`src/design/soc_bus_pkg.sv`:
```
`default_nettype none

package soc_bus_pkg;

    typedef logic [31:0] addr_t;
    typedef logic [31:0] data_t;
    typedef logic [3:0]  strb_t;

    typedef enum logic [1:0] {
        RESP_OKAY   = 2'b00,
        RESP_DECERR = 2'b11
    } resp_e;

    typedef enum logic [1:0] {
        SEL_SRAM  = 2'd0,
        SEL_UART  = 2'd1,
        SEL_CLINT = 2'd2,
        SEL_NONE  = 2'd3
    } slave_sel_e;

    typedef enum logic [1:0] {
        ARB_IDLE,
        ARB_M0,
        ARB_M1
    } arb_state_e;

    typedef struct packed {
        addr_t araddr;
        logic  arvalid;
    } axi_ar_t;

    typedef struct packed {
        data_t rdata;
        resp_e rresp;
        logic  rvalid;
    } axi_r_t;

    typedef struct packed {
        addr_t awaddr;
        logic  awvalid;
    } axi_aw_t;

    typedef struct packed {
        data_t wdata;
        strb_t wstrb;
        logic  wvalid;
    } axi_w_t;

    typedef struct packed {
        resp_e bresp;
        logic  bvalid;
    } axi_b_t;

    // Everything a master drives
    typedef struct packed {
        axi_ar_t ar;
        axi_aw_t aw;
        axi_w_t  w;
        logic    rready;
        logic    bready;
    } axi_req_t;

    // Everything a slave drives
    typedef struct packed {
        axi_r_t r;
        axi_b_t b;
        logic   arready;
        logic   awready;
        logic   wready;
    } axi_rsp_t;

    localparam addr_t SRAM_BASE  = 32'h8000_0000;

    // THR at offset 0, LSR sits in lane 1 of the word at base+4
    localparam addr_t UART_BASE    = 32'ha000_03f8;
    localparam addr_t UART_SIZE    = 32'h0000_0008;
    localparam data_t UART_LSR_VAL = 32'h0000_6000;

    localparam addr_t CLINT_BASE         = 32'h0200_0000;
    localparam addr_t CLINT_SIZE         = 32'h0001_0000;
    localparam addr_t CLINT_MTIMECMP_OFF = 32'h0000_4000;
    localparam addr_t CLINT_MTIME_OFF    = 32'h0000_bff8;

endpackage

`default_nettype wire

```
`src/design/uart_slave.sv`:
```
`timescale 1ns/1ps
`default_nettype none

module uart_slave import soc_bus_pkg::*; (
    input  logic       clk,
    input  logic       rst_n,
    input  axi_req_t   req,
    output axi_rsp_t   rsp,
    output logic [7:0] tx_data,
    output logic       tx_valid
);

    data_t rdata_q;
    logic  rvalid_q;
    logic  bvalid_q;
    logic  idle;
    logic  ar_hs;
    logic  wr_hs;
    logic  thr_wr;

    assign idle   = !rvalid_q && !bvalid_q;
    assign ar_hs  = req.ar.arvalid && idle;
    assign wr_hs  = req.aw.awvalid && req.w.wvalid && idle && !req.ar.arvalid;
    // THR is the word at offset 0, lane 0
    assign thr_wr = wr_hs && !req.aw.awaddr[2] && req.w.wstrb[0];

    always_comb begin
        rsp          = '0;
        rsp.arready  = idle;
        rsp.awready  = wr_hs;
        rsp.wready   = wr_hs;
        rsp.r.rdata  = rdata_q;
        rsp.r.rresp  = RESP_OKAY;
        rsp.r.rvalid = rvalid_q;
        rsp.b.bresp  = RESP_OKAY;
        rsp.b.bvalid = bvalid_q;
    end

    always_ff @(posedge clk or negedge rst_n) begin
        if (!rst_n) begin
            rvalid_q <= 1'b0;
            bvalid_q <= 1'b0;
            tx_valid <= 1'b0;
        end else begin
            rvalid_q <= ar_hs || (rvalid_q && !req.rready);
            bvalid_q <= wr_hs || (bvalid_q && !req.bready);
            tx_valid <= thr_wr;
        end
    end

    // Transmitter always reported empty
    always_ff @(posedge clk) begin
        if (ar_hs) begin
            rdata_q <= req.ar.araddr[2] ? UART_LSR_VAL : '0;
        end
        if (thr_wr) begin
            tx_data <= req.w.wdata[7:0];
        end
    end

endmodule

`default_nettype wire

```
`config.mk`:
```
export PLATFORM = sky130hd
export DESIGN_NAME = uart_slave
export DESIGN_NICKNAME = d
export VERILOG_FILES = /design/src/design/soc_bus_pkg.sv /design/src/design/uart_slave.sv
export SDC_FILE = /design/constraint.sdc
export NUM_CORES = 1
export LEC_CHECK = 0
export ABC_AREA = 0
export ABC_CLOCK_PERIOD_IN_PS = 1800
export BUFFER_PORTS_ARGS = -buffer_cell sky130_fd_sc_hd__buf_2
export CAP_MARGIN = 25
export CORE_MARGIN = 2
export CORE_UTILIZATION = 21
export DETAILED_ROUTE_END_ITERATION = 7
export MAX_ROUTING_LAYER = met4
export PLACE_DENSITY_LB_ADDON = 0.3
export SLEW_MARGIN = 20
export SYNTH_ARGS = -nofsm -noshare
export SYNTH_HDL_FRONTEND = slang
export SYNTH_SLANG_ARGS = --single-unit
```
`constraint.sdc`:
```
create_clock -name clk -period 1.8 [get_ports clk]
set_clock_uncertainty 0.1 [all_clocks]
set_input_delay 0.36 -clock clk [delete_from_list [all_inputs] [get_ports clk]]
set_output_delay 0.36 -clock clk [all_outputs]
set_load 0.02 [all_outputs]
```
Word-level counts from Yosys, hierarchy flattened
Cells that the tools add are included.
{"block": "word_totals", "regBits": 43, "inputBits": 107, "out_inout_bits": 50}
{"block": "classes", "mux": 1, "reduce_logical": 17}
{"operator": "two-way mux 15 bit", "n": 1}
{"operator": "logical AND 1 bit", "n": 9}
{"operator": "zero test 1 bit", "n": 6}
{"operator": "logical OR 1 bit", "n": 2}

Depth between registers and ports, before layout
{"block": "logic_depth", "depth_word": 6, "ltp_mapped": 3, "depth_no_buf": 3}

Worst setup path before layout
OpenSTA, ideal clock, no wires.
{"block": "synth_path", "kind": "register to register", "start": "register rvalid_q", "end": "register tx_data[0] (enable)", "setup_time_ps": 381, "t_arrival_ps": 1278, "t_required_ps": 1319, "path_slack_ps": 41, "stages_incl_launch_ff": 3, "path_buffers": 0, "cell_sequence": "dfrtp_1 -> or2_4 -> nor4_2"}
{"block": "synth_between", "elab_chain_cells": 6}
{"item": "start, declared", "line_no": "uart_slave.sv:14", "rtl": "logic rvalid_q;"}
{"item": "start signal, assigned", "line_no": "uart_slave.sv:45", "rtl": "rvalid_q <= ar_hs || (rvalid_q && !req.rready);"}
{"item": "zero test 1 bit", "line_no": "uart_slave.sv:21", "rtl": "assign idle = !rvalid_q && !bvalid_q;"}
{"item": "logical AND 1 bit", "line_no": "uart_slave.sv:21"}
{"item": "logical AND 1 bit (2 in series)", "line_no": "uart_slave.sv:23", "rtl": "assign wr_hs = req.aw.awvalid && req.w.wvalid && idle && !req.ar.arvalid;"}
{"item": "logical AND 1 bit (2 in series)", "line_no": "uart_slave.sv:25", "rtl": "assign thr_wr = wr_hs && !req.aw.awaddr[2] && req.w.wstrb[0];"}
{"item": "via thr_wr", "line_no": "uart_slave.sv:19", "rtl": "logic thr_wr;"}
{"item": "end signal, assigned", "line_no": "uart_slave.sv:57", "rtl": "tx_data <= req.w.wdata[7:0];"}
{"item": "end, declared", "line_no": "uart_slave.sv:9", "rtl": "output logic [7:0] tx_data,"}
The timed path passes the listed nets, and every way through them passes these cells.
A chain may end at the register's enable or synchronous reset.

==> impl_results.md <==
- Post-synthesis mux area share: 0
- Initial Util: 0.219
- Status: finished, final reports clean
- Antenna Nets Post-Route: 0
- Max-cap violations: 0
- WL final: 1190 um
- CP Capture Type: primary output
- Clock sink count: 12
- Static leakage: 0.000434 uW
- Post-layout instance area: 851 sq um
- Fmax: 585 MHz
- CTS tree: yes
- CTS Buf Count: 3
- Pwr dens: 778 nW/um^2
- Seq/Total Area, Yosys: 0.473
- Required @ worst endpoint: 1.34 ns
- GRT overflow: 0
- CTS Buffer Depth: 2
- Synth Area in Adders: 0
- Die Height: 62.9 um
- Fin. max-slew vios: 0
- 1st-pass router iterations: 3
- Syn_area_per_cell: 11.4 sq um
- RSZ-0062 raised after global routing: no
- Pre-CTS WS: 0.163 ns
- Share of layout cells above drive strength 1: 0.443
- Routability cong.: 0.585
- Compound-gate portion of the synthesized area: 0.0360
- Leading area contributor after synthesis: buf_4
- Clk_lat worst skew: 0.25 ns
- GRT Resource Usage Total: 0.0652
- Drc violations: 0
- Die X: 62.9 um
- Top FF cell, synth: edfxtp_1
- Worst EP arrival: 1.25 ns
- CP peak stage delay: 0.40 ns
- Mean routed wirelength per cell: 8.30 um
- CP Max Fanout: 4
- Pwr Total: 662 uW
- Post-Synth XOR/XNOR Area: 0
- HPWL Detailed: 1010 um
- Diode count: 0
- Cell area after synthesis: 729 sq um
- Post-synth ARST share: 0.250
- IO Pins: 157
- Area after DPL: 783 sq um
- Post-synth EDFFs: 9
- CTS clk-pin slew, worst paths: 0.07 ns
- Post-synthesis simple-gate area fraction: 0.0583
- Starting DRT DRC Count: 18
- Setup TNS: 0 ns
- Syn Inst Count: 64
- Slowest-stage cell, CP: dfrtp_1
- Vias: 439
- Final hold vios: 0
- Root buf cell: clkbuf_4
- Via density: 3.07
- Die area: 3960 sq um
- Nets: 205
- Post-route worst setup slack: 0.0901 ns
- Finish-stage setup viols: 0
- Post-layout util: 0.255
- Htree depth: 1
- Row cnt: 21
- Share of the synthesized area in the top cell type: 0.412
- Minimum clock period after layout: 1.71 ns
- Ranking of synthesized cells by area: buf_4 41%, edfxtp_1 37%, dfrtp_1 10%, o32ai_2 2.2%, nor4_2 1.7%
- Area grow syn2layout: 16.6%
- CP Class: reg -> out
- Initial antenna violation count: 0
- Most frequent cell after synthesis: buf_4
- Yosys warnings: 0
- Maximum VDD drop: 164 uV
- Core area: 3340 sq um
- Number of port buffers: 33
- Worst setup SP type: flop
- Fin crit share: 0.950
- Vias in the first global route: 394
- Flops & latches, synth: 12
- Synth cell types: 13
- Synth top cells by count: 40 x buf_4, 9 x edfxtp_1, 3 x dfrtp_1, 3 x inv_1
- Largest net degree at the start of global routing: 10
- Hold Crit Class: in -> reg
- Largest family of logic cells by synthesized area: buffers and inverters
- Critical path, cell by cell: or2_4 -> nor3_4 -> buf_6
- First-pass GRT wire length: 1840 um
==> final timing paths <==
path                                     from  slack [ns]  cells past startpoint              endpoint
setup / recovery           bvalid_q$_DFF_PN0_        0.09                      3                rsp[1]
hold / removal                        req[14]        0.17                      1  tx_data[7]$_DFFE_PP_
setup reg to reg           bvalid_q$_DFF_PN0_        0.26                      3  tx_data[6]$_DFFE_PP_
hold reg to reg            bvalid_q$_DFF_PN0_        0.48                      2    bvalid_q$_DFF_PN0_
max in group asynchronous               rst_n        1.15                      2    rvalid_q$_DFF_PN0_
min in group asynchronous               rst_n        0.34                      2    tx_valid$_DFF_PN0_
==> state kept, by name (all words and copies together) (netlist names) <==
signal and count:
tx_data 8, rdata_q 1, tx_valid 1, bvalid_q 1, rvalid_q 1
==> cells in the final DEF, fill, tap and decap left out <==
| cell type | netlist | layout |
|---|---|---|
| buf_6 | 0 | 2 |
| buf_2 | 0 | 31 |
| nand2b_1 | 1 | 1 |
| or2_4 | 1 | 1 |
| nor3_4 | 0 | 1 |
| inv_1 | 3 | 3 |
| a22o_2 | 1 | 1 |
| nor4_2 | 1 | 1 |
| dlygate4sd3_1 | 0 | 1 |
| clkbuf_4 | 0 | 3 |
| o32ai_2 | 1 | 1 |
| clkbuf_1 | 0 | 1 |
| dfrtp_1 | 3 | 3 |
| nand2_1 | 1 | 1 |
| conb_1 | 1 | 34 |
| buf_4 | 40 | 2 |
| and2_1 | 1 | 1 |
| edfxtp_1 | 9 | 9 |
==> final cells by class <==
cell class | instances | area (sq um)
Inverter | 3 | 11.3
Multi-Input combinational cell | 42 | 208
Sequential cell | 12 | 345
Fill cell | 352 | 2490
Clock buffer | 4 | 26.3
Tap cell | 46 | 57.6
Timing Repair Buffer | 36 | 203
==> critical path, delay by kind of cell (launching register included) <==
kind	cells	cell delay (ns)
flip-flops	1	0.40
AND/OR/NAND/NOR	2	0.45
buffers and inverters	1	0.15
==> power by group <==
part / internal, uW / leakage, uW / switching, uW
clock: 85.5 / 0.0000150 / 76.6
sequential: 310 / 0.000121 / 5.07
combinational: 54.9 / 0.000298 / 130
total: 450 / 0.000434 / 212
==> through the flow <==
step / instances / hold WS (ns)
global placement: 137 / 0.0625
detailed placement: 137 / 0.0618
floorplan: 97 / -0.0356
CTS: 142 / 0.162
finish: 143 / 0.171
global route: 143 / 0.151
==> per-layer routing <==
layer  routed length, um  up-vias  share of wire  track usage
li1                    -      199              -            -
met1                 341      200           0.29       0.0492
met3                 166        2           0.14       0.0288
met4                  10        0         0.0084       0.0333
met5                   0        -              0            -
met2                 669       38           0.56        0.126
==> repair_timing <==
item / in CTS / in global routing
cloned: 0 / 0
pin swaps: 0 / 1
setup buffers: 0 / 1
setup endpoints to repair: 2 / 2
hold endpoints to repair: 3 / 0
hold buffers: 1 / 0
resized for setup: 4 / 2
==> cell families (layout without fill, tap and decap cells) <==
logic type	Yosys count	count (layout)
compound gates	2	2
other cells	1	34
buf+inv	43	43
flops	12	12
simple gates	6	6
Power figures use the tool's default switching activity.
