## src/design/soc_bus_pkg.sv

```systemverilog
`default_nettype none

package soc_bus_pkg;

    typedef logic [31:0] addr_t;
    typedef logic [31:0] data_t;
    typedef logic [3:0]  strb_t;

    typedef enum logic [1:0] {
        RESP_OKAY   = 2'b00,
        RESP_DECERR = 2'b11
    } resp_e;

    typedef enum logic [1:0] {
        SEL_SRAM  = 2'd0,
        SEL_UART  = 2'd1,
        SEL_CLINT = 2'd2,
        SEL_NONE  = 2'd3
    } slave_sel_e;

    typedef enum logic [1:0] {
        ARB_IDLE,
        ARB_M0,
        ARB_M1
    } arb_state_e;

    typedef struct packed {
        addr_t araddr;
        logic  arvalid;
    } axi_ar_t;

    typedef struct packed {
        data_t rdata;
        resp_e rresp;
        logic  rvalid;
    } axi_r_t;

    typedef struct packed {
        addr_t awaddr;
        logic  awvalid;
    } axi_aw_t;

    typedef struct packed {
        data_t wdata;
        strb_t wstrb;
        logic  wvalid;
    } axi_w_t;

    typedef struct packed {
        resp_e bresp;
        logic  bvalid;
    } axi_b_t;

    // Everything a master drives
    typedef struct packed {
        axi_ar_t ar;
        axi_aw_t aw;
        axi_w_t  w;
        logic    rready;
        logic    bready;
    } axi_req_t;

    // Everything a slave drives
    typedef struct packed {
        axi_r_t r;
        axi_b_t b;
        logic   arready;
        logic   awready;
        logic   wready;
    } axi_rsp_t;

    localparam addr_t SRAM_BASE  = 32'h8000_0000;

    // THR at offset 0, LSR sits in lane 1 of the word at base+4
    localparam addr_t UART_BASE    = 32'ha000_03f8;
    localparam addr_t UART_SIZE    = 32'h0000_0008;
    localparam data_t UART_LSR_VAL = 32'h0000_6000;

    localparam addr_t CLINT_BASE         = 32'h0200_0000;
    localparam addr_t CLINT_SIZE         = 32'h0001_0000;
    localparam addr_t CLINT_MTIMECMP_OFF = 32'h0000_4000;
    localparam addr_t CLINT_MTIME_OFF    = 32'h0000_bff8;

endpackage

`default_nettype wire

```

## src/design/axi_lite_arbiter.sv

```systemverilog
`timescale 1ns/1ps
`default_nettype none

module axi_lite_arbiter import soc_bus_pkg::*; (
    input  logic     clk,
    input  logic     rst_n,
    input  axi_req_t m0_req,
    output axi_rsp_t m0_rsp,
    input  axi_req_t m1_req,
    output axi_rsp_t m1_rsp,
    output axi_req_t bus_req,
    input  axi_rsp_t bus_rsp
);

    arb_state_e state;
    arb_state_e state_nxt;
    logic       last_m1;
    logic       m0_want;
    logic       m1_want;
    logic       done;

    assign m0_want = m0_req.ar.arvalid || m0_req.aw.awvalid;
    assign m1_want = m1_req.ar.arvalid || m1_req.aw.awvalid;

    // Transaction ends on the response handshake
    assign done = (bus_rsp.r.rvalid && bus_req.rready) ||
                  (bus_rsp.b.bvalid && bus_req.bready);

    always_comb begin
        state_nxt = state;
        case (state)
            ARB_IDLE: begin
                if (m0_want && m1_want) begin
                    state_nxt = last_m1 ? ARB_M0 : ARB_M1;
                end else if (m0_want) begin
                    state_nxt = ARB_M0;
                end else if (m1_want) begin
                    state_nxt = ARB_M1;
                end
            end
            ARB_M0, ARB_M1: begin
                if (done) begin
                    state_nxt = ARB_IDLE;
                end
            end
            default: state_nxt = ARB_IDLE;
        endcase
    end

    always_ff @(posedge clk or negedge rst_n) begin
        if (!rst_n) begin
            state   <= ARB_IDLE;
            last_m1 <= 1'b0;
        end else begin
            state <= state_nxt;
            if (state == ARB_IDLE && state_nxt != ARB_IDLE) begin
                last_m1 <= (state_nxt == ARB_M1);
            end
        end
    end

    // Losing master sees everything low
    always_comb begin
        bus_req = '0;
        m0_rsp  = '0;
        m1_rsp  = '0;
        case (state)
            ARB_M0: begin
                bus_req = m0_req;
                m0_rsp  = bus_rsp;
            end
            ARB_M1: begin
                bus_req = m1_req;
                m1_rsp  = bus_rsp;
            end
            default: ;
        endcase
    end

    a_grant_held: assert property (@(posedge clk) disable iff (!rst_n)
        (state != ARB_IDLE) &&
        ((bus_rsp.r.rvalid && !bus_req.rready) || (bus_rsp.b.bvalid && !bus_req.bready))
        |=> $stable(state));

endmodule

`default_nettype wire

```

## config.mk

```make
export PLATFORM = sky130hd
export DESIGN_NAME = axi_lite_arbiter
export DESIGN_NICKNAME = d
export VERILOG_FILES = /design/src/design/soc_bus_pkg.sv /design/src/design/axi_lite_arbiter.sv
export SDC_FILE = /design/constraint.sdc
export NUM_CORES = 1
export LEC_CHECK = 0
export ABC_AREA = 1
export BUFFER_PORTS_ARGS = -buffer_cell sky130_fd_sc_hd__buf_2
export CAP_MARGIN = 30
export CORE_AREA = 2 2 171 173
export DETAILED_ROUTE_END_ITERATION = 7
export DIE_AREA = 0 0 173 175
export GPL_ROUTABILITY_DRIVEN = 0
export PLACE_DENSITY_LB_ADDON = 0.05
export SYNTH_ARGS = -nofsm -noshare
export SYNTH_HDL_FRONTEND = slang
export SYNTH_SLANG_ARGS = --single-unit
```

## constraint.sdc

```tcl
create_clock -name clk -period 3.1 [get_ports clk]
set_input_delay 0.62 -clock clk [delete_from_list [all_inputs] [get_ports clk]]
set_output_delay 0.62 -clock clk [all_outputs]
set_load 0.01 [all_outputs]
```

* Word-level counts from Yosys, hierarchy flattened
Cells that the tools add are included.
** Storage, ports and cells
- Output and inout port bits :: 187
- Register bits :: 3
- Input bits :: 253
- Word-level logic and storage cells :: 24
** Operators by class
- Equal/unequal tests :: 3
- Mux-type cells :: 9
- Reductions and logical operators :: 10
** Operator list (count)
- 105-bit one-hot mux with 2 select lines :: 1
- 41-bit 2-to-1 mux :: 2
- 2-bit 2-to-1 mux :: 5
- 2-bit == test (second input constant) :: 2
- 1-bit logical AND :: 4
- 2-bit one-hot mux with 2 select lines :: 1
- 1-bit logical OR :: 3
- 2-bit by 1-bit == test with 1-bit output (second input constant) :: 1
- 2-bit zero test :: 1
- 2-bit nonzero test :: 1
- 2-bit OR reduction :: 1

* Longest topological paths before layout
- Word-level depth :: 8
- Depth in mapped cells :: 12
- Mapped depth without buffers :: 11

* Least setup slack after synthesis
Ideal clock, no wire load.
- Path type :: register -> output
- Start :: register state[0]
- End :: output port bus_req[100] in the netlist's numbering
- Arrival time :: 1.397 ns
- Data required time :: 2.480 ns
- Slack :: 1.083 ns
- Stages on the path, launching flop included :: 7
- Path through :: dfrtp_1 > inv_1 > ha_1 > inv_2 > buf_2 > buf_2 > a21oi_1
** RTL lines
- start: declaration :: line axi_lite_arbiter.sv:15 : arb_state_e state;
- start signal: assignment :: line axi_lite_arbiter.sv:55 : state <= state_nxt;
- end: declaration :: line axi_lite_arbiter.sv:11 : output axi_req_t bus_req,

==> impl_metrics.csv <==
group,metric,value,unit
power,swShare,61.7,%
min_path,min_path_type,"primary input to async pin",
clock_tree,numCtsBuffers,3,
setup_path,worstPathArrival,1.95,ns
logic_synthesis,syn-num-nets,819,
clock_tree,clk-insertion-delay-late,0.22,ns
logic_synthesis,synth_area,2420,µm²
logic_synthesis,async_flop_share,100,%
clock_tree,ctsRootBufferMaster,"clkbuf_16",
global_route,grt.total_usage,11.9,%
placed_design,dpl.hpwl,16100,µm
drt,viasPerCell,3.61,
floorplan,start_util,8.54,%
sta,fin_crit_sh,82.8,%
setup_path,cp_top_family,"buffers and inverters",
logic_synthesis,synth_area_leaders,"nand2_1 (47%), a21oi_1 (22%), inv_1 (14%), buf_2 (5.0%), dfrtp_1 (3.1%)",
final_layout,num-nets-final,1226,
sta,final.min_clock_period,2.57,ns
global_route,antenna_found_initial,5,
logic_synthesis,syn_inst,562,
power,leakagePower,3.44,nW
setup_path,cp-startpoint,"state[0]",
global_route,grt_pass1_vias,4996,
logic_synthesis,yosysWarnings,0,
power,total_power,0.00365,W
clock_tree,cts_hold_buffers,0,
floorplan,io_pins,440,
clock_tree,clk_pin_slew,0.03,ns
power,p_sw,0.00225,W
setup_path,reg2reg_to,"last_m1",
setup_path,startpoint_type,"register",
setup_path,r2r_cells,12,
power,p_per_area,713,nW/µm²
sta,worst_pin_slew,0.383,ns
setup_path,critPathBufInv,4,
placed_design,pre_cts_slack,0.706,ns
global_route,grt_max_degree,77,
setup_path,critPathMaxFanout,63,
logic_synthesis,ys_top_cells_by_count,"nand2_1 (304), a21oi_1 (107), inv_1 (88)",
floorplan,fp.dieW,173,µm
power,p_seq_share,2.3,%
floorplan,num_rows,62,
logic_synthesis,synth_top_cell_by_area,"nand2_1",
power,p_int,0.00140,W
clock_tree,numClockSinks,3,
final_layout,syn_to_final_growth,111,%
clock_tree,h-tree-depth,1,
drt,post_drt_wl_per_cell,14.5,µm
clock_tree,cts_buffer_depth,2,
sta,setup_ws,0.534,ns
placed_design,port_buffers,439,
sta,hold_viol,0,
floorplan,core,28400,µm²
logic_synthesis,ys_seq_area_share,3.10,%
sta,whs,0.186,ns
setup_path,critPathSlowestCell,"dfrtp_1",
sta,fmax,390,MHz
logic_synthesis,netlist.area_leader.share,47.1,%
drt,vias,4901,
drt,ant_nets,0,
logic_synthesis,yosys_register_bits,3,
sta,finalSetupTns,0,ns
sta,report.final.slew_viol_count,0,
drt,firstDrtPassIters,4,
power,comb_power_share,92.0,%
logic_synthesis,dominantRegCellSynth,"dfrtp_1",
global_route,grt.overflow.total,0,
floorplan,dieArea,30300,µm²
drt,routed_wl,19600,µm
drt,drcViolationCount,0,
global_route,grt_pass1_wl,28600,µm
clock_tree,cts_tree,"done",
floorplan,die_h,175,µm
setup_path,critPathMaxStageDelay,0.43,ns
logic_synthesis,synth-edff-count,0,
setup_path,reg2reg_from,"state[1]",
clock_tree,cts_resized,0,
setup_path,end_kind,"output pin",
setup_path,path_cells,"inv_1 -> ha_1 -> clkinv_2 -> buf_12 -> a21oi_1 -> buf_2",
setup_path,worstSetupPathType,"register to output pin",
sta,setup_viol,0,
final_layout,layout-drive-gt1-share,46.8,%
power,irDropWorstVdd,0.000393,V
drt,drtIter0Drc,209,
outcome,status,"completed",
setup_path,cp.required,2.48,ns
sta,relSlewSlack,74.5,%
placed_design,dp_cells,1348,
logic_synthesis,avgSynthCellArea,4.31,µm²
logic_synthesis,synth_most_common_cell,"nand2_1",
power,p_clk_share,5.6,%
flow_run,max-cap-violations,0,
setup_path,r2r_slack,1.19,ns
clock_tree,post_cts_buffers,0,
sta,rsz0062_at_grt,"false",
final_layout,nFillCells,3465,
sta,fin_skew,0.00230,ns
final_layout,final_cells,1356,
logic_synthesis,yosys.cell_types.count,15,
cells by family after synthesis:
family                     count (synthesis)  synth area share, %
AOI/OAI and AO/OA                        108                 22.3
and+or+nand+nor                          315                 49.6
buffers and inverters                    132                 22.9
adders and majority gates                  4                 2.06
DFF                                        3                 3.10
power groups by stage:
stage | Clock (W) | Sequential, W | Combinational, W
floorplan | 0 | 0.0000725 | 0.00196
detailed placement | 0 | 0.0000857 | 0.00346
CTS | 0.000208 | 0.0000854 | 0.00347
global placement | 0 | 0.0000854 | 0.00356
global route | 0.000214 | 0.0000889 | 0.00376
finish | 0.000206 | 0.0000842 | 0.00336
layout by cell type (no fill, tap or decap):
| master | n |
|---|---|
| ha_4 | 2 |
| clkbuf_16 | 3 |
| clkinv_2 | 1 |
| nand3_2 | 1 |
| o22ai_1 | 1 |
| diode_2 | 4 |
| nor2_1 | 2 |
| nand3b_1 | 1 |
| nand3_1 | 6 |
| clkbuf_1 | 1 |
| dfrtp_1 | 3 |
| buf_12 | 6 |
| buf_2 | 439 |
| ha_1 | 2 |
| inv_1 | 88 |
| nor2_2 | 1 |
| nand2_1 | 304 |
| a21oi_1 | 107 |
worst max-delay path by stage:
stage	slack [ns]	endpoint	cells past startpoint
floorplan	1.08	bus_req[100]	6
global placement	0.72	bus_req[72]	6
detailed placement	0.71	bus_req[72]	6
CTS	0.45	bus_req[72]	6
global route	0.38	bus_req[72]	6
finish	0.53	bus_req[21]	6
metal layers:
| metal | GRT usage [%] | part of all wire (%) | up-vias |
|---|---|---|---|
| li1 | - | - | 2489 |
| met1 | 11.9 | 36 | 2124 |
| met2 | 24.4 | 55 | 273 |
| met3 | 3.31 | 8.6 | 13 |
| met4 | 2.19 | 1.2 | 2 |
| met5 | 0 | 0.082 | - |
stage by stage:
stage	area [µm²]	util, %
finish	5120	18.0
global route	5120	18.0
CTS	5110	18.0
detailed placement	5030	17.7
global placement	5030	17.7
floorplan	2420	-
area by class of cell:
type / count / area, µm² / area share, %
Sequential cell: 3 / 75.1 / 1.47
Tap cell: 384 / 480 / 9.39
Timing Repair Buffer: 445 / 2320 / 45.3
Antenna cell: 4 / 10.0 / 0.196
Multi-Input combinational cell: 427 / 1820 / 35.6
Clock buffer: 4 / 78.8 / 1.54
Inverter: 89 / 335 / 6.55
flip-flops by register name, indices dropped and copies added (netlist names):
| register | cells |
|---|---|
| last_m1 | 1 |
| state | 2 |
Power figures use the tool's default switching activity.
