<file path="config.mk">
export PLATFORM = sky130hd
export DESIGN_NAME = clint_slave
export DESIGN_NICKNAME = d
export VERILOG_FILES = /design/src/design/soc_bus_pkg.sv /design/src/design/clint_slave.sv
export SDC_FILE = /design/constraint.sdc
export NUM_CORES = 1
export LEC_CHECK = 0
export BUFFER_PORTS_ARGS = -buffer_cell sky130_fd_sc_hd__buf_2
export CORE_AREA = 2 2 106 108
export CTS_CLUSTER_SIZE = 12
export DETAILED_ROUTE_END_ITERATION = 10
export DIE_AREA = 0 0 108 110
export MAX_ROUTING_LAYER = met4
export PLACE_DENSITY_LB_ADDON = 0.25
export SYNTH_ARGS = -nofsm -noshare
export SYNTH_HDL_FRONTEND = slang
export SYNTH_SLANG_ARGS = --single-unit
</file>
<file path="constraint.sdc">
create_clock -name clk -period 2.1 [get_ports clk]
set_clock_uncertainty 0.1 [all_clocks]
set_input_delay 0.525 -clock clk [delete_from_list [all_inputs] [get_ports clk]]
set_output_delay 0.525 -clock clk [all_outputs]
set_load 0.005 [all_outputs]
</file>
<file path="src/design/soc_bus_pkg.sv">
`default_nettype none

package soc_bus_pkg;

    typedef logic [31:0] addr_t;
    typedef logic [31:0] data_t;
    typedef logic [3:0]  strb_t;

    typedef enum logic [1:0] {
        RESP_OKAY   = 2'b00,
        RESP_DECERR = 2'b11
    } resp_e;

    typedef enum logic [1:0] {
        SEL_SRAM  = 2'd0,
        SEL_UART  = 2'd1,
        SEL_CLINT = 2'd2,
        SEL_NONE  = 2'd3
    } slave_sel_e;

    typedef enum logic [1:0] {
        ARB_IDLE,
        ARB_M0,
        ARB_M1
    } arb_state_e;

    typedef struct packed {
        addr_t araddr;
        logic  arvalid;
    } axi_ar_t;

    typedef struct packed {
        data_t rdata;
        resp_e rresp;
        logic  rvalid;
    } axi_r_t;

    typedef struct packed {
        addr_t awaddr;
        logic  awvalid;
    } axi_aw_t;

    typedef struct packed {
        data_t wdata;
        strb_t wstrb;
        logic  wvalid;
    } axi_w_t;

    typedef struct packed {
        resp_e bresp;
        logic  bvalid;
    } axi_b_t;

    // Everything a master drives
    typedef struct packed {
        axi_ar_t ar;
        axi_aw_t aw;
        axi_w_t  w;
        logic    rready;
        logic    bready;
    } axi_req_t;

    // Everything a slave drives
    typedef struct packed {
        axi_r_t r;
        axi_b_t b;
        logic   arready;
        logic   awready;
        logic   wready;
    } axi_rsp_t;

    localparam addr_t SRAM_BASE  = 32'h8000_0000;

    // THR at offset 0, LSR sits in lane 1 of the word at base+4
    localparam addr_t UART_BASE    = 32'ha000_03f8;
    localparam addr_t UART_SIZE    = 32'h0000_0008;
    localparam data_t UART_LSR_VAL = 32'h0000_6000;

    localparam addr_t CLINT_BASE         = 32'h0200_0000;
    localparam addr_t CLINT_SIZE         = 32'h0001_0000;
    localparam addr_t CLINT_MTIMECMP_OFF = 32'h0000_4000;
    localparam addr_t CLINT_MTIME_OFF    = 32'h0000_bff8;

endpackage

`default_nettype wire

</file>
<file path="src/design/clint_slave.sv">
`timescale 1ns/1ps
`default_nettype none

module clint_slave import soc_bus_pkg::*; (
    input  logic     clk,
    input  logic     rst_n,
    input  axi_req_t req,
    output axi_rsp_t rsp,
    output logic     timer_irq
);

    data_t mtime;
    data_t mtimecmp;
    data_t rd_mux;
    data_t rdata_q;
    logic  rvalid_q;
    logic  bvalid_q;
    logic  idle;
    logic  ar_hs;
    logic  wr_hs;
    logic  cmp_wr;

    assign idle   = !rvalid_q && !bvalid_q;
    assign ar_hs  = req.ar.arvalid && idle;
    assign wr_hs  = req.aw.awvalid && req.w.wvalid && idle && !req.ar.arvalid;
    // mtime is read-only, only mtimecmp takes writes
    assign cmp_wr = wr_hs && (req.aw.awaddr[15:0] == CLINT_MTIMECMP_OFF[15:0]);

    always_comb begin
        case (req.ar.araddr[15:0])
            CLINT_MTIMECMP_OFF[15:0]: rd_mux = mtimecmp;
            CLINT_MTIME_OFF[15:0]:    rd_mux = mtime;
            default:                  rd_mux = '0;
        endcase
    end

    always_comb begin
        rsp          = '0;
        rsp.arready  = idle;
        rsp.awready  = wr_hs;
        rsp.wready   = wr_hs;
        rsp.r.rdata  = rdata_q;
        rsp.r.rresp  = RESP_OKAY;
        rsp.r.rvalid = rvalid_q;
        rsp.b.bresp  = RESP_OKAY;
        rsp.b.bvalid = bvalid_q;
    end

    always_ff @(posedge clk or negedge rst_n) begin
        if (!rst_n) begin
            rvalid_q  <= 1'b0;
            bvalid_q  <= 1'b0;
            mtime     <= '0;
            mtimecmp  <= '1;
            timer_irq <= 1'b0;
        end else begin
            rvalid_q  <= ar_hs || (rvalid_q && !req.rready);
            bvalid_q  <= wr_hs || (bvalid_q && !req.bready);
            mtime     <= mtime + 32'd1;
            timer_irq <= (mtime >= mtimecmp);
            for (int i = 0; i < 4; i++) begin
                if (cmp_wr && req.w.wstrb[i]) begin
                    mtimecmp[8*i +: 8] <= req.w.wdata[8*i +: 8];
                end
            end
        end
    end

    always_ff @(posedge clk) begin
        if (ar_hs) begin
            rdata_q <= rd_mux;
        end
    end

endmodule

`default_nettype wire

</file>
-- Word level (Yosys, flattened, before mapping)
Index checks and enable logic that the tools add are counted.
- muxes and demuxes: 1
- order comparisons: 1
- reductions and logical operators: 19
- add/subtract/negate cells: 1
- eq/ne operators: 3
- operators with widths (kind ; number):
    one-hot mux 32 bit (2 select lines) ; 1
    adder 32 x 1 -> 32 bit, second input constant ; 1
    equality test 16 x 15 -> 1 bit, second input constant ; 2
    greater-or-equal comparator 32 bit ; 1
    equality test 16 bit, second input constant ; 1
    logical AND 1 bit ; 12
    logical NOT 1 bit ; 5
    logical OR 1 bit ; 2
- word-level logic and storage cells: 34
- register bits: 99
- output and inout port bits: 42
- bits of input ports: 107

-- Depth between registers and ports, before layout
- depth after elaboration: 6
- mapped depth: 7
- mapped depth without buffers: 7

-- Least setup slack after synthesis
OpenSTA, ideal clock, no wires.
- path kind: register to register
- start point: register mtimecmp[19]
- end point: register timer_irq
- data arrival time: 1805 ps
- stages on the path, launching flop included: 8
- slack: 53 ps
- setup time: 142 ps
- required time: 1858 ps
- clock period less this slack: 2047 ps
- path through: dfstp_2 > inv_1 > ha_1 > a21oi_1 > o21ai_0 > a221o_1 > a2111oi_0 > o21ai_0
- longest elaborated chain between the ends: 1
- RTL lines (element ; line ; source):
    start, declared ; clint_slave.sv:13 ; data_t mtimecmp;
    start signal, assigned by index ; clint_slave.sv:63 ; mtimecmp[8*i +: 8] <= req.w.wdata[8*i +: 8];
    greater-or-equal comparator 32 bit ; clint_slave.sv:60 ; timer_irq <= (mtime >= mtimecmp);
    end signal, assigned ; clint_slave.sv:60 ;
    end, declared ; clint_slave.sv:9 ; output logic timer_irq
No other way between the ends.
A chain may end at the register's enable or synchronous reset.

-- Worst setup path in the final report
Same ends and word-level chain as after synthesis.

==> results.yml <==
routing:
  antenna_left: 0
  drc_errors: 0
  drtIter0Drc: 156
  drt-vias-per-instance: 5.22
  drt_pass1_iterations: 4
  avgRoutedWirePerCell_um: 15.7
  routed_wl_um: 11300
  dr_total_vias: 3767
min_path:
  hold_path.class: "primary input to asynchronous set/reset pin"
clock_network:
  cts-root-buf: "clkbuf_8"
  clk_pin_slew_ps: 90
  cts_tree: "yes"
  hold_buffers: 0
  clock-sinks: 99
  htreeDepth: 3
  worstSkewPairLatency_ps: 380
  clockBufferDepth: 2
  cts_buffers: 9
sta:
  clock.fmax_mhz: 469
  rsz0062_at_grt: "yes"
  min_period_over_period_pct: 102
  min_period_ps: 2130
  worst_slack_ps: -34.2
  maxSlewHeadroom_pct: 63.6
  hold_viol: 0
  setup_violations: 1
  slew_viol_final: 0
  tightest_slew_ps: 546
worst_setup_path:
  arrival_ps: 2290
  worstSetupStartpointType: "register"
  cp_max_fo: 3
  r2r_start: "mtimecmp[19]"
  r2r-end: "timer_irq"
  criticalPathCategory: "register to register"
  ff2ff_path_depth: 7
  endpoint_kind: "register"
  cp.required_ps: 2260
  r2r_slack_ps: -30
layout:
  final_util_pct: 61.3
  layout_commonest_cell: "buf_2"
  finalNetCount: 717
  fin_cells: 722
  fillers: 872
  final_cell_mix: "buf_2 (112), buf_4 (55), dfrtp_1 (35)"
  layout-drive-gt1-share_pct: 49.1
  insertedDiodeCount: 0
  final-seq-area_sq_um: 2680
  multi_input_area_sq_um: 2240
  area_growth_pct: 31.7
  design_area_sq_um: 6560
logic_synthesis:
  synth.area.mux_share_pct: 7.23
  yosys.area_share.simple_pct: 11.1
  netlist_area_sq_um: 4980
  synth-compound-area-share_pct: 9.04
  syn_area_per_cell_sq_um: 12.3
  synth_top_family_by_area: "simple AND/OR/NAND/NOR gates"
  synthAdderAreaFrac_pct: 8.29
  synth_top_flop_cell: "dfrtp_1"
  synth_xor_area_share_pct: 5.42
  async_reset_ff_share_pct: 67.7
  synth_top_area_share_pct: 19.3
  ys_types: 44
  yosys_warnings: 0
  synth_area_leaders: "edfxtp_1 (19%), dfrtp_1 (18%), dfstp_2 (17%)"
  yosysTopAreaCell: "edfxtp_1"
  ys_ff_latch: 99
  seq_area_frac_synth_pct: 53.7
  synth_edf_count: 32
  netlist_instances: 406
global_route:
  antenna_found_initial: 0
  grt_pass1_vias: 3661
  grt_max_degree: 34
  grt.overflow.total: 0
  grt_use_total_pct: 19.8
  grt_pass1_wl_um: 17500
floorplanning:
  num_rows: 38
  dieWidth_um: 108
  dieArea_sq_um: 11900
  core_sq_um: 10700
  dieHeight_um: 110
  io_pins: 149
  start_util_pct: 46.6
place:
  dp.cells: 698
  post-dp-hpwl_um: 7960
  port-buffer-count: 112
  post_dp_cell_area_sq_um: 6170
  gp_congestion: 0.905
flow_run:
  drv_cap: 0
power_and_ir_drop:
  p_comb_share_pct: 7.3
  swShare_pct: 23.3
  power.density_nw_per_um2: 517
  power_switching_mw: 0.791
  peakVddDrop_v: 0.000264
  p_leak_nw: 2.97
  intPower_mw: 2.60
  seqPwrFrac_pct: 61.3
  p_clk_share_pct: 31.4
run_status:
  violations: "setup timing"
  status: "complete, but fails checks"
worst max-delay path, cell delays in order, from the launching register on:
cell and delay, ps:
dfstp_2 540, inv_1 70, ha_4 220, a21oi_2 110
o21ai_1 80, a221o_1 420, a2111oi_4 380, o21ai_1 110
final cells by class:
cell class                      instances  share of cell area, %
Inverter                               37                   2.12
Timing Repair Buffer                  177                   17.8
Clock inverter                          6                  0.496
Multi-Input combinational cell        253                   34.2
Clock buffer                           10                   1.95
Tap cell                              140                   2.67
Sequential cell                        99                   40.8
what timing repair did:
item                       CTS  global route
setup endpoints to repair    1             6
buffers inserted             1             7
resized for setup            8            18
pin swaps                    5            10
power by group through the flow:
stage | clock network, mW | registers (mW) | logic (mW)
after floorplan | 0 | 2.13 | 0.0661
after global placement | 0 | 2.12 | 0.246
after detailed placement | 0 | 2.12 | 0.252
after CTS | 1.10 | 2.08 | 0.253
after global routing | 1.17 | 2.09 | 0.277
final | 1.07 | 2.08 | 0.247
synth_stat cells, types with 2 or more instances:
cell      number
inv_1         37
dfrtp_1       35
ha_1          33
a22o_1        32
dfstp_2       32
edfxtp_1      32
mux2_2        32
nor2_1        19
nand2_1       17
xnor2_1       16
nand4_1       15
xor2_1        13
nand3_1       10
buf_4          9
a21oi_1        8
and4_1         7
clkbuf_1       7
nor4_1         7
a21o_1         5
and2_1         5
o21ai_0        5
buf_2          4
a211oi_1       2
and3_1         2
nor3_1         2
or4_4          2
state kept, by name (all words and copies together), names as in the netlist:
signal	flops
timer_irq	1
bvalid_q	1
rvalid_q	1
mtimecmp	32
mtime	32
rdata_q	32
how the worst max path moves through the flow:
stage / start / cells past startpoint / endpoint
final: mtimecmp[19] / 7 / timer_irq
after global placement: req[53] / 8 / mtimecmp[23]
after detailed placement: req[53] / 8 / mtimecmp[28]
after global routing: mtimecmp[19] / 7 / timer_irq
after floorplan: mtimecmp[19] / 7 / timer_irq
after CTS: mtimecmp[22] / 6 / timer_irq
cells by family (layout without fill, tap and decap cells):
group                      count (synthesis)  after routing
adders and majority gates                 33             33
DFF                                       99             99
and+or+nand+nor                           96             96
buffers and inverters                     57            230
AOI/OAI and AO/OA                         58             58
xor gates and xnor gates                  30             30
other                                      1              4
muxes                                     32             32
per-stage QoR:
stage	hold slack, ps	TNS, ps	setup WS, ps	power [mW]
2_1_floorplan	129	0	53.0	2.19
3_3_place_gp	327	-4390	-141	2.36
3_5_place_dp	332	-4460	-149	2.37
4_1_cts	32.6	0	4.99	3.43
5_1_grt	42.0	-137	-111	3.53
6_report	24.0	-34.2	-34.2	3.39
metal layers:
metal / wire, um / vias to the layer above / global-route usage, %
met2: 5410 / 136 / 31.2
li1: - / 1804 / -
met4: 244 / 0 / 9.25
met5: 0 / - / -
met3: 644 / 18 / 2.82
met1: 5040 / 1809 / 25.6
Power figures use the tool's default switching activity.
