`src/design/soc_bus_pkg.sv`:
```
`default_nettype none

package soc_bus_pkg;

    typedef logic [31:0] addr_t;
    typedef logic [31:0] data_t;
    typedef logic [3:0]  strb_t;

    typedef enum logic [1:0] {
        RESP_OKAY   = 2'b00,
        RESP_DECERR = 2'b11
    } resp_e;

    typedef enum logic [1:0] {
        SEL_SRAM  = 2'd0,
        SEL_UART  = 2'd1,
        SEL_CLINT = 2'd2,
        SEL_NONE  = 2'd3
    } slave_sel_e;

    typedef enum logic [1:0] {
        ARB_IDLE,
        ARB_M0,
        ARB_M1
    } arb_state_e;

    typedef struct packed {
        addr_t araddr;
        logic  arvalid;
    } axi_ar_t;

    typedef struct packed {
        data_t rdata;
        resp_e rresp;
        logic  rvalid;
    } axi_r_t;

    typedef struct packed {
        addr_t awaddr;
        logic  awvalid;
    } axi_aw_t;

    typedef struct packed {
        data_t wdata;
        strb_t wstrb;
        logic  wvalid;
    } axi_w_t;

    typedef struct packed {
        resp_e bresp;
        logic  bvalid;
    } axi_b_t;

    // Everything a master drives
    typedef struct packed {
        axi_ar_t ar;
        axi_aw_t aw;
        axi_w_t  w;
        logic    rready;
        logic    bready;
    } axi_req_t;

    // Everything a slave drives
    typedef struct packed {
        axi_r_t r;
        axi_b_t b;
        logic   arready;
        logic   awready;
        logic   wready;
    } axi_rsp_t;

    localparam addr_t SRAM_BASE  = 32'h8000_0000;

    // THR at offset 0, LSR sits in lane 1 of the word at base+4
    localparam addr_t UART_BASE    = 32'ha000_03f8;
    localparam addr_t UART_SIZE    = 32'h0000_0008;
    localparam data_t UART_LSR_VAL = 32'h0000_6000;

    localparam addr_t CLINT_BASE         = 32'h0200_0000;
    localparam addr_t CLINT_SIZE         = 32'h0001_0000;
    localparam addr_t CLINT_MTIMECMP_OFF = 32'h0000_4000;
    localparam addr_t CLINT_MTIME_OFF    = 32'h0000_bff8;

endpackage

`default_nettype wire

```
`src/design/axi_xbar.sv`:
```
`timescale 1ns/1ps
`default_nettype none

module axi_xbar import soc_bus_pkg::*; #(
    parameter int SRAM_WORDS = 256
) (
    input  logic     clk,
    input  logic     rst_n,
    input  axi_req_t up_req,
    output axi_rsp_t up_rsp,
    output axi_req_t sram_req,
    input  axi_rsp_t sram_rsp,
    output axi_req_t uart_req,
    input  axi_rsp_t uart_rsp,
    output axi_req_t clint_req,
    input  axi_rsp_t clint_rsp
);

    localparam addr_t SRAM_SIZE = addr_t'(SRAM_WORDS * 4);

    slave_sel_e sel_q;
    slave_sel_e sel_d;
    logic       busy;
    logic       done;
    addr_t      dec_addr;
    axi_rsp_t   de_rsp;
    logic       de_rvalid;
    logic       de_bvalid;
    logic       de_idle;

    function automatic slave_sel_e decode(addr_t addr);
        slave_sel_e sel;
        sel = SEL_NONE;
        if (addr_t'(addr - SRAM_BASE) < SRAM_SIZE) begin
            sel = SEL_SRAM;
        end else if (addr_t'(addr - UART_BASE) < UART_SIZE) begin
            sel = SEL_UART;
        end else if (addr_t'(addr - CLINT_BASE) < CLINT_SIZE) begin
            sel = SEL_CLINT;
        end
        return sel;
    endfunction

    assign dec_addr = up_req.ar.arvalid ? up_req.ar.araddr : up_req.aw.awaddr;
    assign sel_d    = decode(dec_addr);
    assign done     = (up_rsp.r.rvalid && up_req.rready) ||
                      (up_rsp.b.bvalid && up_req.bready);

    // Selection held until the response handshake
    always_ff @(posedge clk or negedge rst_n) begin
        if (!rst_n) begin
            busy  <= 1'b0;
            sel_q <= SEL_NONE;
        end else if (!busy) begin
            if (up_req.ar.arvalid || up_req.aw.awvalid) begin
                busy  <= 1'b1;
                sel_q <= sel_d;
            end
        end else if (done) begin
            busy <= 1'b0;
        end
    end

    // DECERR responder for unmapped addresses
    assign de_idle = busy && (sel_q == SEL_NONE) && !de_rvalid && !de_bvalid;

    always_comb begin
        de_rsp          = '0;
        de_rsp.arready  = de_idle;
        de_rsp.awready  = de_idle && up_req.aw.awvalid && up_req.w.wvalid;
        de_rsp.wready   = de_rsp.awready;
        de_rsp.r.rresp  = RESP_DECERR;
        de_rsp.r.rvalid = de_rvalid;
        de_rsp.b.bresp  = RESP_DECERR;
        de_rsp.b.bvalid = de_bvalid;
    end

    always_ff @(posedge clk or negedge rst_n) begin
        if (!rst_n) begin
            de_rvalid <= 1'b0;
            de_bvalid <= 1'b0;
        end else begin
            if (up_req.ar.arvalid && de_rsp.arready) begin
                de_rvalid <= 1'b1;
            end else if (up_req.rready) begin
                de_rvalid <= 1'b0;
            end
            if (de_rsp.awready) begin
                de_bvalid <= 1'b1;
            end else if (up_req.bready) begin
                de_bvalid <= 1'b0;
            end
        end
    end

    always_comb begin
        sram_req  = '0;
        uart_req  = '0;
        clint_req = '0;
        up_rsp    = '0;
        if (busy) begin
            case (sel_q)
                SEL_SRAM: begin
                    sram_req = up_req;
                    up_rsp   = sram_rsp;
                end
                SEL_UART: begin
                    uart_req = up_req;
                    up_rsp   = uart_rsp;
                end
                SEL_CLINT: begin
                    clint_req = up_req;
                    up_rsp    = clint_rsp;
                end
                default: up_rsp = de_rsp;
            endcase
        end
    end

    a_one_slave: assert property (@(posedge clk) disable iff (!rst_n)
        $onehot0({sram_req.ar.arvalid || sram_req.aw.awvalid || sram_req.w.wvalid,
                  uart_req.ar.arvalid || uart_req.aw.awvalid || uart_req.w.wvalid,
                  clint_req.ar.arvalid || clint_req.aw.awvalid || clint_req.w.wvalid}));

endmodule

`default_nettype wire

```
`config.mk`:
```
export PLATFORM = sky130hd
export DESIGN_NAME = axi_xbar
export DESIGN_NICKNAME = d
export VERILOG_FILES = /design/src/design/soc_bus_pkg.sv /design/src/design/axi_xbar.sv
export SDC_FILE = /design/constraint.sdc
export NUM_CORES = 1
export LEC_CHECK = 0
export BUFFER_PORTS_ARGS = -buffer_cell sky130_fd_sc_hd__buf_2
export CAP_MARGIN = 15
export CORE_AREA = 2 2 226 228
export DETAILED_ROUTE_END_ITERATION = 10
export DIE_AREA = 0 0 228 230
export GPL_TIMING_DRIVEN = 0
export PLACE_DENSITY = 0.3
export SLEW_MARGIN = 25
export SYNTH_ARGS = -nofsm -noshare
export SYNTH_HDL_FRONTEND = slang
export SYNTH_SLANG_ARGS = --single-unit
export TNS_END_PERCENT = 20
```
`constraint.sdc`:
```
create_clock -name clk -period 3.16 [get_ports clk]
set_clock_uncertainty 0.2 [all_clocks]
set_input_delay 0.474 -clock clk [delete_from_list [all_inputs] [get_ports clk]]
set_output_delay 0.474 -clock clk [all_outputs]
set_load 0.01 [all_outputs]
```
# After elaboration in Yosys (flattened, before gate mapping)
# Index checks and enable logic that the tools add are counted.
totals:
  out_inout_bits: 356
  elab_cells: 49
  regBits: 5
  in_bits: 230
classes:
  bitwise_logic: 1
  order_cmp: 3
  eq_ne: 3
  n_reduce_logical: 16
  mux: 19
  n_addsub: 3
op_table:
  columns: ["operator", "n"]
  rows:
  - ["2-to-1 mux 105 bit", 6]
  - ["case mux 41 bit (3 select lines)", 1]
  - ["subtractor 32 bit, second input constant", 2]
  - ["2-to-1 mux 41 bit", 1]
  - ["less-than comparator 32 x 11 -> 1 bit, second input constant", 1]
  - ["less-than comparator 32 x 17 -> 1 bit, second input constant", 1]
  - ["less-than comparator 32 x 4 -> 1 bit, second input constant", 1]
  - ["2-to-1 mux 32 bit", 1]
  - ["subtractor 32 x 26 -> 32 bit, second input constant", 1]
  - ["logical AND 1 bit", 8]
  - ["2-to-1 mux 1 bit", 8]
  - ["equality test 2 bit, second input constant", 2]
  - ["2-to-1 mux 2 bit", 2]
  - ["nonzero test 2 bit", 2]
  - ["equality test 2 x 1 -> 1 bit, second input constant", 1]
  - ["zero test 1 bit", 2]
  - ["zero test 2 bit", 1]
  - ["logical OR 1 bit", 2]
  - ["AND reduction 2 bit", 1]
  - ["NOT 1 bit", 1]

# Depth between registers and ports, before layout
# Gate-level depths: netlist of the first run.
depth:
  depth_word: 12
  mapped_depth: 13
  mapped_depth_nobuf: 9

# Worst setup path after synthesis of the first run
# No wires, ideal clock.
synth_path:
  kind: "input -> register"
  start: "input up_req[72] (netlist name)"
  end: "register sel_q[1]"
  setup_time_ns: 0.091
  stages: 12
  t_arrival_ns: 3.176
  t_required_ns: 2.869
  path_slack_ns: -0.307
  path_buffers: 4
  cell_sequence: "buf_6 > buf_6 > buf_4 > clkbuf_1 > mux2_2 > ha_1 > nand2b_1 > a2111oi_0 > o2111ai_1 > or4_1 > a2111oi_2 > a31oi_1"
synth_via:
  elab_chain_cells: 5
  word_cells_on_any_way: 9
  cone_classes: "add/sub (2); order compare (2); mux (3); reduce/logical (2)"
synth_rtl:
  columns: ["element", "line_no", "source"]
  rows:
  - ["start, declared", "axi_xbar.sv:9", "input axi_req_t up_req,"]
  - ["2-to-1 mux 32 bit", "axi_xbar.sv:44", "assign dec_addr = up_req.ar.arvalid ? up_req.ar.araddr : up_req.aw.awaddr;"]
  - ["subtractor 32 bit", "axi_xbar.sv:36", "end else if (addr_t'(addr - UART_BASE) < UART_SIZE) begin"]
  - ["less-than comparator 32 x 4 -> 1 bit", "axi_xbar.sv:36", null]
  - ["2-to-1 mux 2 bit", "axi_xbar.sv:36", null]
  - ["2-to-1 mux 2 bit", "axi_xbar.sv:34", "if (addr_t'(addr - SRAM_BASE) < SRAM_SIZE) begin"]
  - ["end signal, assigned", "axi_xbar.sv:57", "sel_q <= sel_d;"]
  - ["end, declared", "axi_xbar.sv:21", "slave_sel_e sel_q;"]
# Several ways; a longest one is shown, not always the timed one.
# A chain may end at the register's enable or synchronous reset.

# Worst setup path after layout of the first run
# Same ends and word-level chain as after synthesis.

==> impl_metrics.tcl, run 1 <==
set metrics [dict create \
    status "complete, but fails checks" \
    violations "negative setup slack" \
    power.share.clock_pct 3.5 \
    synthXorXnorAreaFrac_pct 1.976 \
    nFillCells 5926 \
    final_area_mm2 0.008444 \
    worst_slack_ns -0.03550 \
    die_w_um 228 \
    cellLeakagePower_nw 4.778 \
    crit_arrival_ns 3.11 \
    start_kind "primary input" \
    setup_viol 1 \
    grt_pass1_wl_um 58040 \
    postSynthAreaPerCell_um2 5.315 \
    synth_top_area_share_pct 27.77 \
    cts_tree "done" \
    cts_made_buffers 3 \
    antenna_found_initial 6 \
    synth.largest_area_cell "nor2_1" \
    grt_max_degree 20 \
    viasPerCell 3.915 \
    cts_max_level 1 \
    slew_viol_final 0 \
    whs_ns 0.2746 \
    utilization_pct 16.94 \
    postCtsSetupBuffers 0 \
    synth-seq-area-share_pct 2.879 \
    synth_compound_area_share_pct 13.04 \
    synth_common_cells "nor2_1, nand2_1, clkbuf_1" \
    syn2layout_area_growth_pct 90.49 \
    drt_first_pass_iters 5 \
    ios 586 \
    synthArstFlopShare_pct 100.0 \
    port_buffers 584 \
    comb_power_share_pct 93.4 \
    clk_latency_ns 0.23 \
    die_h_um 230 \
    synthSimpleGateAreaFrac_pct 57.10 \
    synth_cells 834 \
    hold_path_class "primary input to flop" \
    r2r_setup_slack_ns 0.46 \
    rsz0062_at_grt "yes" \
    synth_fa_ha_area_share_pct 0.5645 \
    place_congestion 0.9058 \
    drt-initial-drc-count 328 \
    critPathKind "primary input to flop" \
    relSlewSlack_pct 50.27 \
    nNetsFinal 1650 \
    max-vdd-ir-drop_mv 0.3340 \
    drive_gt1_share_pct 45.38 \
    max-cap-violations 0 \
    hpwl_um 37220 \
    clk_pin_slew_ns 0.03 \
    vias 8199 \
    yosysMostFrequentCell "nor2_1" \
    cp.required_ns 3.08 \
    synthFlopType "dfrtp_1" \
    wirelength_um 42680 \
    ant_nets 0 \
    crit_path_end_kind "flop" \
    gr-total-overflow 0 \
    drc 0 \
    dieArea_mm2 0.05244 \
    netSwitchingFraction_pct 65.28 \
    synth_edf_count 0 \
    internal_power_w 0.002091 \
    power_switching_w 0.003932 \
    clockBufferDepth 2 \
    grt.total_usage_pct 15.05 \
    syn_nets 1066 \
    cts.sinks 5 \
    grt_pass1_vias 8127 \
    fmax_mhz 312.9 \
    finalHoldViolations 0 \
    yosys_warnings 0 \
    worst_pin_slew_ns 0.7444 \
    crit_path_max_fanout 19 \
    place_area_mm2 0.008258 \
    rows 82 \
    synth_top_family_by_area "simple AND/OR/NAND/NOR gates" \
    synth.distinct_cells 66 \
    core_area_mm2 0.04986 \
    synth_mux_area_share_pct 16.17 \
    p_per_area_mw_per_mm2 713.2 \
    synth_area_mm2 0.004433 \
    ys_top_cells_by_area "nor2_1, mux2i_1, nand2_1, nand3b_1, and2_1" \
    period_minus_slack_ns 3.195 \
    root_buffer "clkbuf_16" \
    synth_seq_cells 5 \
    initial_core_util_pct 8.890 \
    pwr-share-seq_pct 3.1 \
    dp_slack_ns -1.045 \
    wl_per_cell_um 20.38 \
    finalCritPeriodShare_pct 101.1 \
]
[final timing paths]
path | start | endpoint | cells after the start
hold reg to reg | de_bvalid | de_bvalid | 2
setup / recovery | up_req[72] | sel_q[1] | 11
setup reg to reg | busy | sel_q[1] | 6
min in group asynchronous | rst_n | de_bvalid | 2
hold / removal | up_req[1] | de_rvalid | 2
max in group asynchronous | rst_n | sel_q[0] | 2
[registers in the layout, indices dropped and copies added, names as in the netlist]
name / cells
busy: 1
sel_q: 2
de_bvalid: 1
de_rvalid: 1
[cells in the final DEF (no fill, tap or decap), types with 8 or more instances in the layout]
cell type  count
nand2_1      121
buf_2        587
mux2i_1       57
nor3_1        10
clkbuf_2      15
and2_1        39
clkbuf_1      36
buf_1          8
o21ai_0       44
nor2_1       328
inv_1          9
a21oi_1       10
nand3b_1      34
[cells by family (layout without fill, tap and decap cells)]
kind of cell    count (synthesis)  in the layout
compound gates                 91             91
flops                           5              5
xor+xnor                       10             10
mux                            67             67
simple gates                  573            573
fa+ha+maj                       2              2
other cells                     0              5
buf+inv                        86            669
[metrics by stage]
step / total power [W] / setup TNS, ns / cells
after floorplan: 0.003095 / -0.007319 / 834
after global placement: 0.005934 / -172.96 / 2090
after detailed placement: 0.005893 / -164.83 / 2090
after CTS: 0.006163 / -0.1774 / 2089
after global routing: 0.006531 / -0.1178 / 2093
final: 0.006023 / -0.03550 / 2094
[cell type report]
class	count	area (µm²)	area share, %
multi-input combinational	743	4038	47.81
timing repair buffer	585	2933	34.73
tap	672	840.8	9.957
buffer	71	380.4	4.504
sequential	5	127.6	1.511
clock buffer	4	78.83	0.9335
inverter	9	33.78	0.4001
antenna	5	12.51	0.1482
[what timing repair did]
action	4_1_cts	5_1_grt
hold buffers	1	0
pin swaps	3	1
endpoints found under the setup margin	357	23
resized for setup	26	16
hold endpoints to repair	3	0
[power by group through the flow]
stage	Clock (W)	Combinational, W	Sequential, W
after global placement	0	0.00581	0.000122
after global routing	0.000215	0.00611	0.000204
after floorplan	0	0.00298	0.000115
after CTS	0.000211	0.00575	0.000198
final	0.000209	0.00562	0.000189
after detailed placement	0	0.00577	0.000124
[critical path: stages]
cell and delay (ns):
buf_8 0.12, buf_12 0.17, clkbuf_16 0.19, mux2_4 0.32, ha_4 0.18, xor2_1 0.17
a2111oi_2 0.35, o2111ai_2 0.16, or4_4 0.52, a2111oi_4 0.29, a31oi_4 0.16
[routing by layer]
layer | wire length, µm | vias up | GRT usage (%)
li1 | - | 3905 | -
met1 | 16800 | 3841 | 17.18
met2 | 22300 | 406 | 29.01
met3 | 2448 | 43 | 2.071
met4 | 1108 | 4 | 4.044
met5 | 25 | - | 0
Power figures use the tool's default switching activity.
==> run 2, diff against run 1 <==
- CORE_AREA: 2 2 226 228 -> 3 3 227 229
- DIE_AREA: 0 0 228 230 -> 0 0 230 232
- TNS_END_PERCENT: 20 -> 5
==> run 2 against run 1 <==
The run now ends clean; highest routed layer unchanged; routed wire length grew 2.5%; total power about the same; die area grew 1.8%; setup slack gained 0.078 ns; cell area fell by 0.49%; final cell count is 0.14% lower; fmax up 2.5%; sequential cell count is the same; combinational power is essentially flat; clock power shrank 2%; critical path type unchanged; non-clock buffer count decreased by 1; clock-buffer cell count did not move.
==> impl_metrics.tcl, run 2 (same netlist as run 1, synthesis figures left out) <==
set metrics [dict create \
    multi_input_area_mm2 0.004009 \
    whs_path_depth 2 \
    seq_area_um2 127.6 \
    highest_layer "met5" \
    netSwitchingFraction_pct 65.26 \
    drt_first_pass_iters 5 \
    rsz0062_at_grt "yes" \
    slew_viol_final 0 \
    rows 82 \
    crit_arrival_ns 3.03 \
    cts_max_level 1 \
    fmax_mhz 320.8 \
    critPathKind "primary input to flop" \
    min_from "up_req[0]" \
    root_buffer "clkbuf_16" \
    drt-met1-wl_um 17000 \
    drc 0 \
    port_buffers 584 \
    cts_made_buffers 3 \
    ios 586 \
    cellLeakagePower_nw 4.785 \
    max-cap-violations 0 \
    relSlewSlack_pct 43.65 \
    wirelength_um 43760 \
    crit_path_max_fanout 27 \
    max-vdd-ir-drop_mv 0.3001 \
    whs_endpoint "de_bvalid" \
    startpoint "up_req[72]" \
    grt.total_usage_pct 14.98 \
    hpwl_um 38210 \
    antenna_found_initial 9 \
    dp.cells 2090 \
    whs_ns 0.2741 \
    p_per_area_mw_per_mm2 716.4 \
    wl_per_cell_um 20.93 \
    largest_reg_flops 2 \
    die_w_um 230 \
    stdcell_count 2091 \
    vias 8191 \
    wl_met3_um 2581 \
    final_common_cell "buf_2" \
    tns_ns 0 \
    initial_core_util_pct 8.890 \
    r2r_setup_slack_ns 0.43 \
    grt_max_degree 28 \
    worst_r2r_path_depth 6 \
    grt_pass1_wl_um 58240 \
    cts.sinks 5 \
    postCtsSetupBuffers 0 \
    core_area_mm2 0.04986 \
    worst_pin_slew_ns 0.8453 \
    crit_path_end_kind "flop" \
    r2r_start "busy" \
    setup_viol 0 \
    cp.required_ns 3.08 \
    syn2layout_area_growth_pct 89.56 \
    cts_tree "done" \
    finalHoldViolations 0 \
    drive_gt1_share_pct 45.48 \
    clk_pin_slew_ns 0.03 \
    regMostFlops "sel_q" \
    start_kind "primary input" \
    nFillCells 5984 \
    viasPerCell 3.917 \
    die_h_um 232 \
    internal_power_w 0.002091 \
    r2r_end "sel_q[1]" \
    period_minus_slack_ns 3.118 \
    drt-initial-drc-count 435 \
    power_switching_w 0.003929 \
    ant_nets 0 \
    worst_slack_ns 0.04244 \
    dp_slack_ns -1.464 \
    hold_path_class "primary input to flop" \
    final_cell_mix "buf_2, nor2_1, nand2_1" \
    clk_latency_ns 0.22 \
    nNetsFinal 1649 \
    pwr-share-seq_pct 3.1 \
    wl_met2_um 22900 \
    comb_power_share_pct 93.5 \
    gr-total-overflow 0 \
    finalCritPeriodShare_pct 98.66 \
    place_congestion 0.8419 \
    power.share.clock_pct 3.4 \
    clockBufferDepth 2 \
    grt_pass1_vias 7842 \
    status "finished clean" \
    dieArea_mm2 0.05336 \
]
## run 2: cell type report
cell class,count,area share [%]
buffer,70,4.437
clock buffer,4,0.9381
sequential,5,1.519
timing repair buffer,585,34.90
antenna,3,0.08934
tap,672,10.01
inverter,9,0.4020
multi-input combinational,743,47.71
## run 2: power by group through the flow
stage | sequential [W] | combinational, W | clock (W)
2_1_floorplan | 0.000115 | 0.00298 | 0
3_3_place_gp | 0.000121 | 0.00585 | 0
3_5_place_dp | 0.000122 | 0.00580 | 0
4_1_cts | 0.000200 | 0.00578 | 0.000209
5_1_grt | 0.000207 | 0.00615 | 0.000215
6_report | 0.000188 | 0.00563 | 0.000205
## run 2: routing by layer
layer | global-route usage (%) | vias up
met5 | 0 | -
met4 | 4.014 | 14
met3 | 2.368 | 52
met2 | 28.77 | 425
met1 | 17.03 | 3797
li1 | - | 3903
## run 2: worst max-delay path by stage
stage                                to  cells after the start
after global placement     uart_req[74]                      7
after detailed placement   uart_req[74]                      7
after global routing      sram_req[100]                      5
after CTS                      sel_q[1]                     10
after floorplan                sel_q[1]                     12
final                          sel_q[1]                     10
## run 2: metrics by stage
stage	utilization [%]	area (µm²)	total power, W
final	16.85	8403	0.006020
after global placement	16.55	8252	0.005967
after floorplan	-	4488	0.003095
after detailed placement	16.55	8254	0.005926
after global routing	16.85	8401	0.006573
after CTS	16.82	8386	0.006189
## run 2: critical path: stages
cell and delay, ns:
buf_16 0.15, clkbuf_16 0.20, mux2_4 0.32, ha_4 0.23
nand2b_1 0.14, a2111oi_2 0.24, o2111ai_1 0.22, or4_4 0.54
a2111oi_4 0.31, a31oi_2 0.19
## run 2: repair_timing
action | in CTS | in global routing
gates cloned | 0 | 0
hold buffers | 1 | 0
endpoints found under the setup margin | 357 | 77
pin swaps | 4 | 1
resized for setup | 33 | 14
hold endpoints to repair | 3 | 0
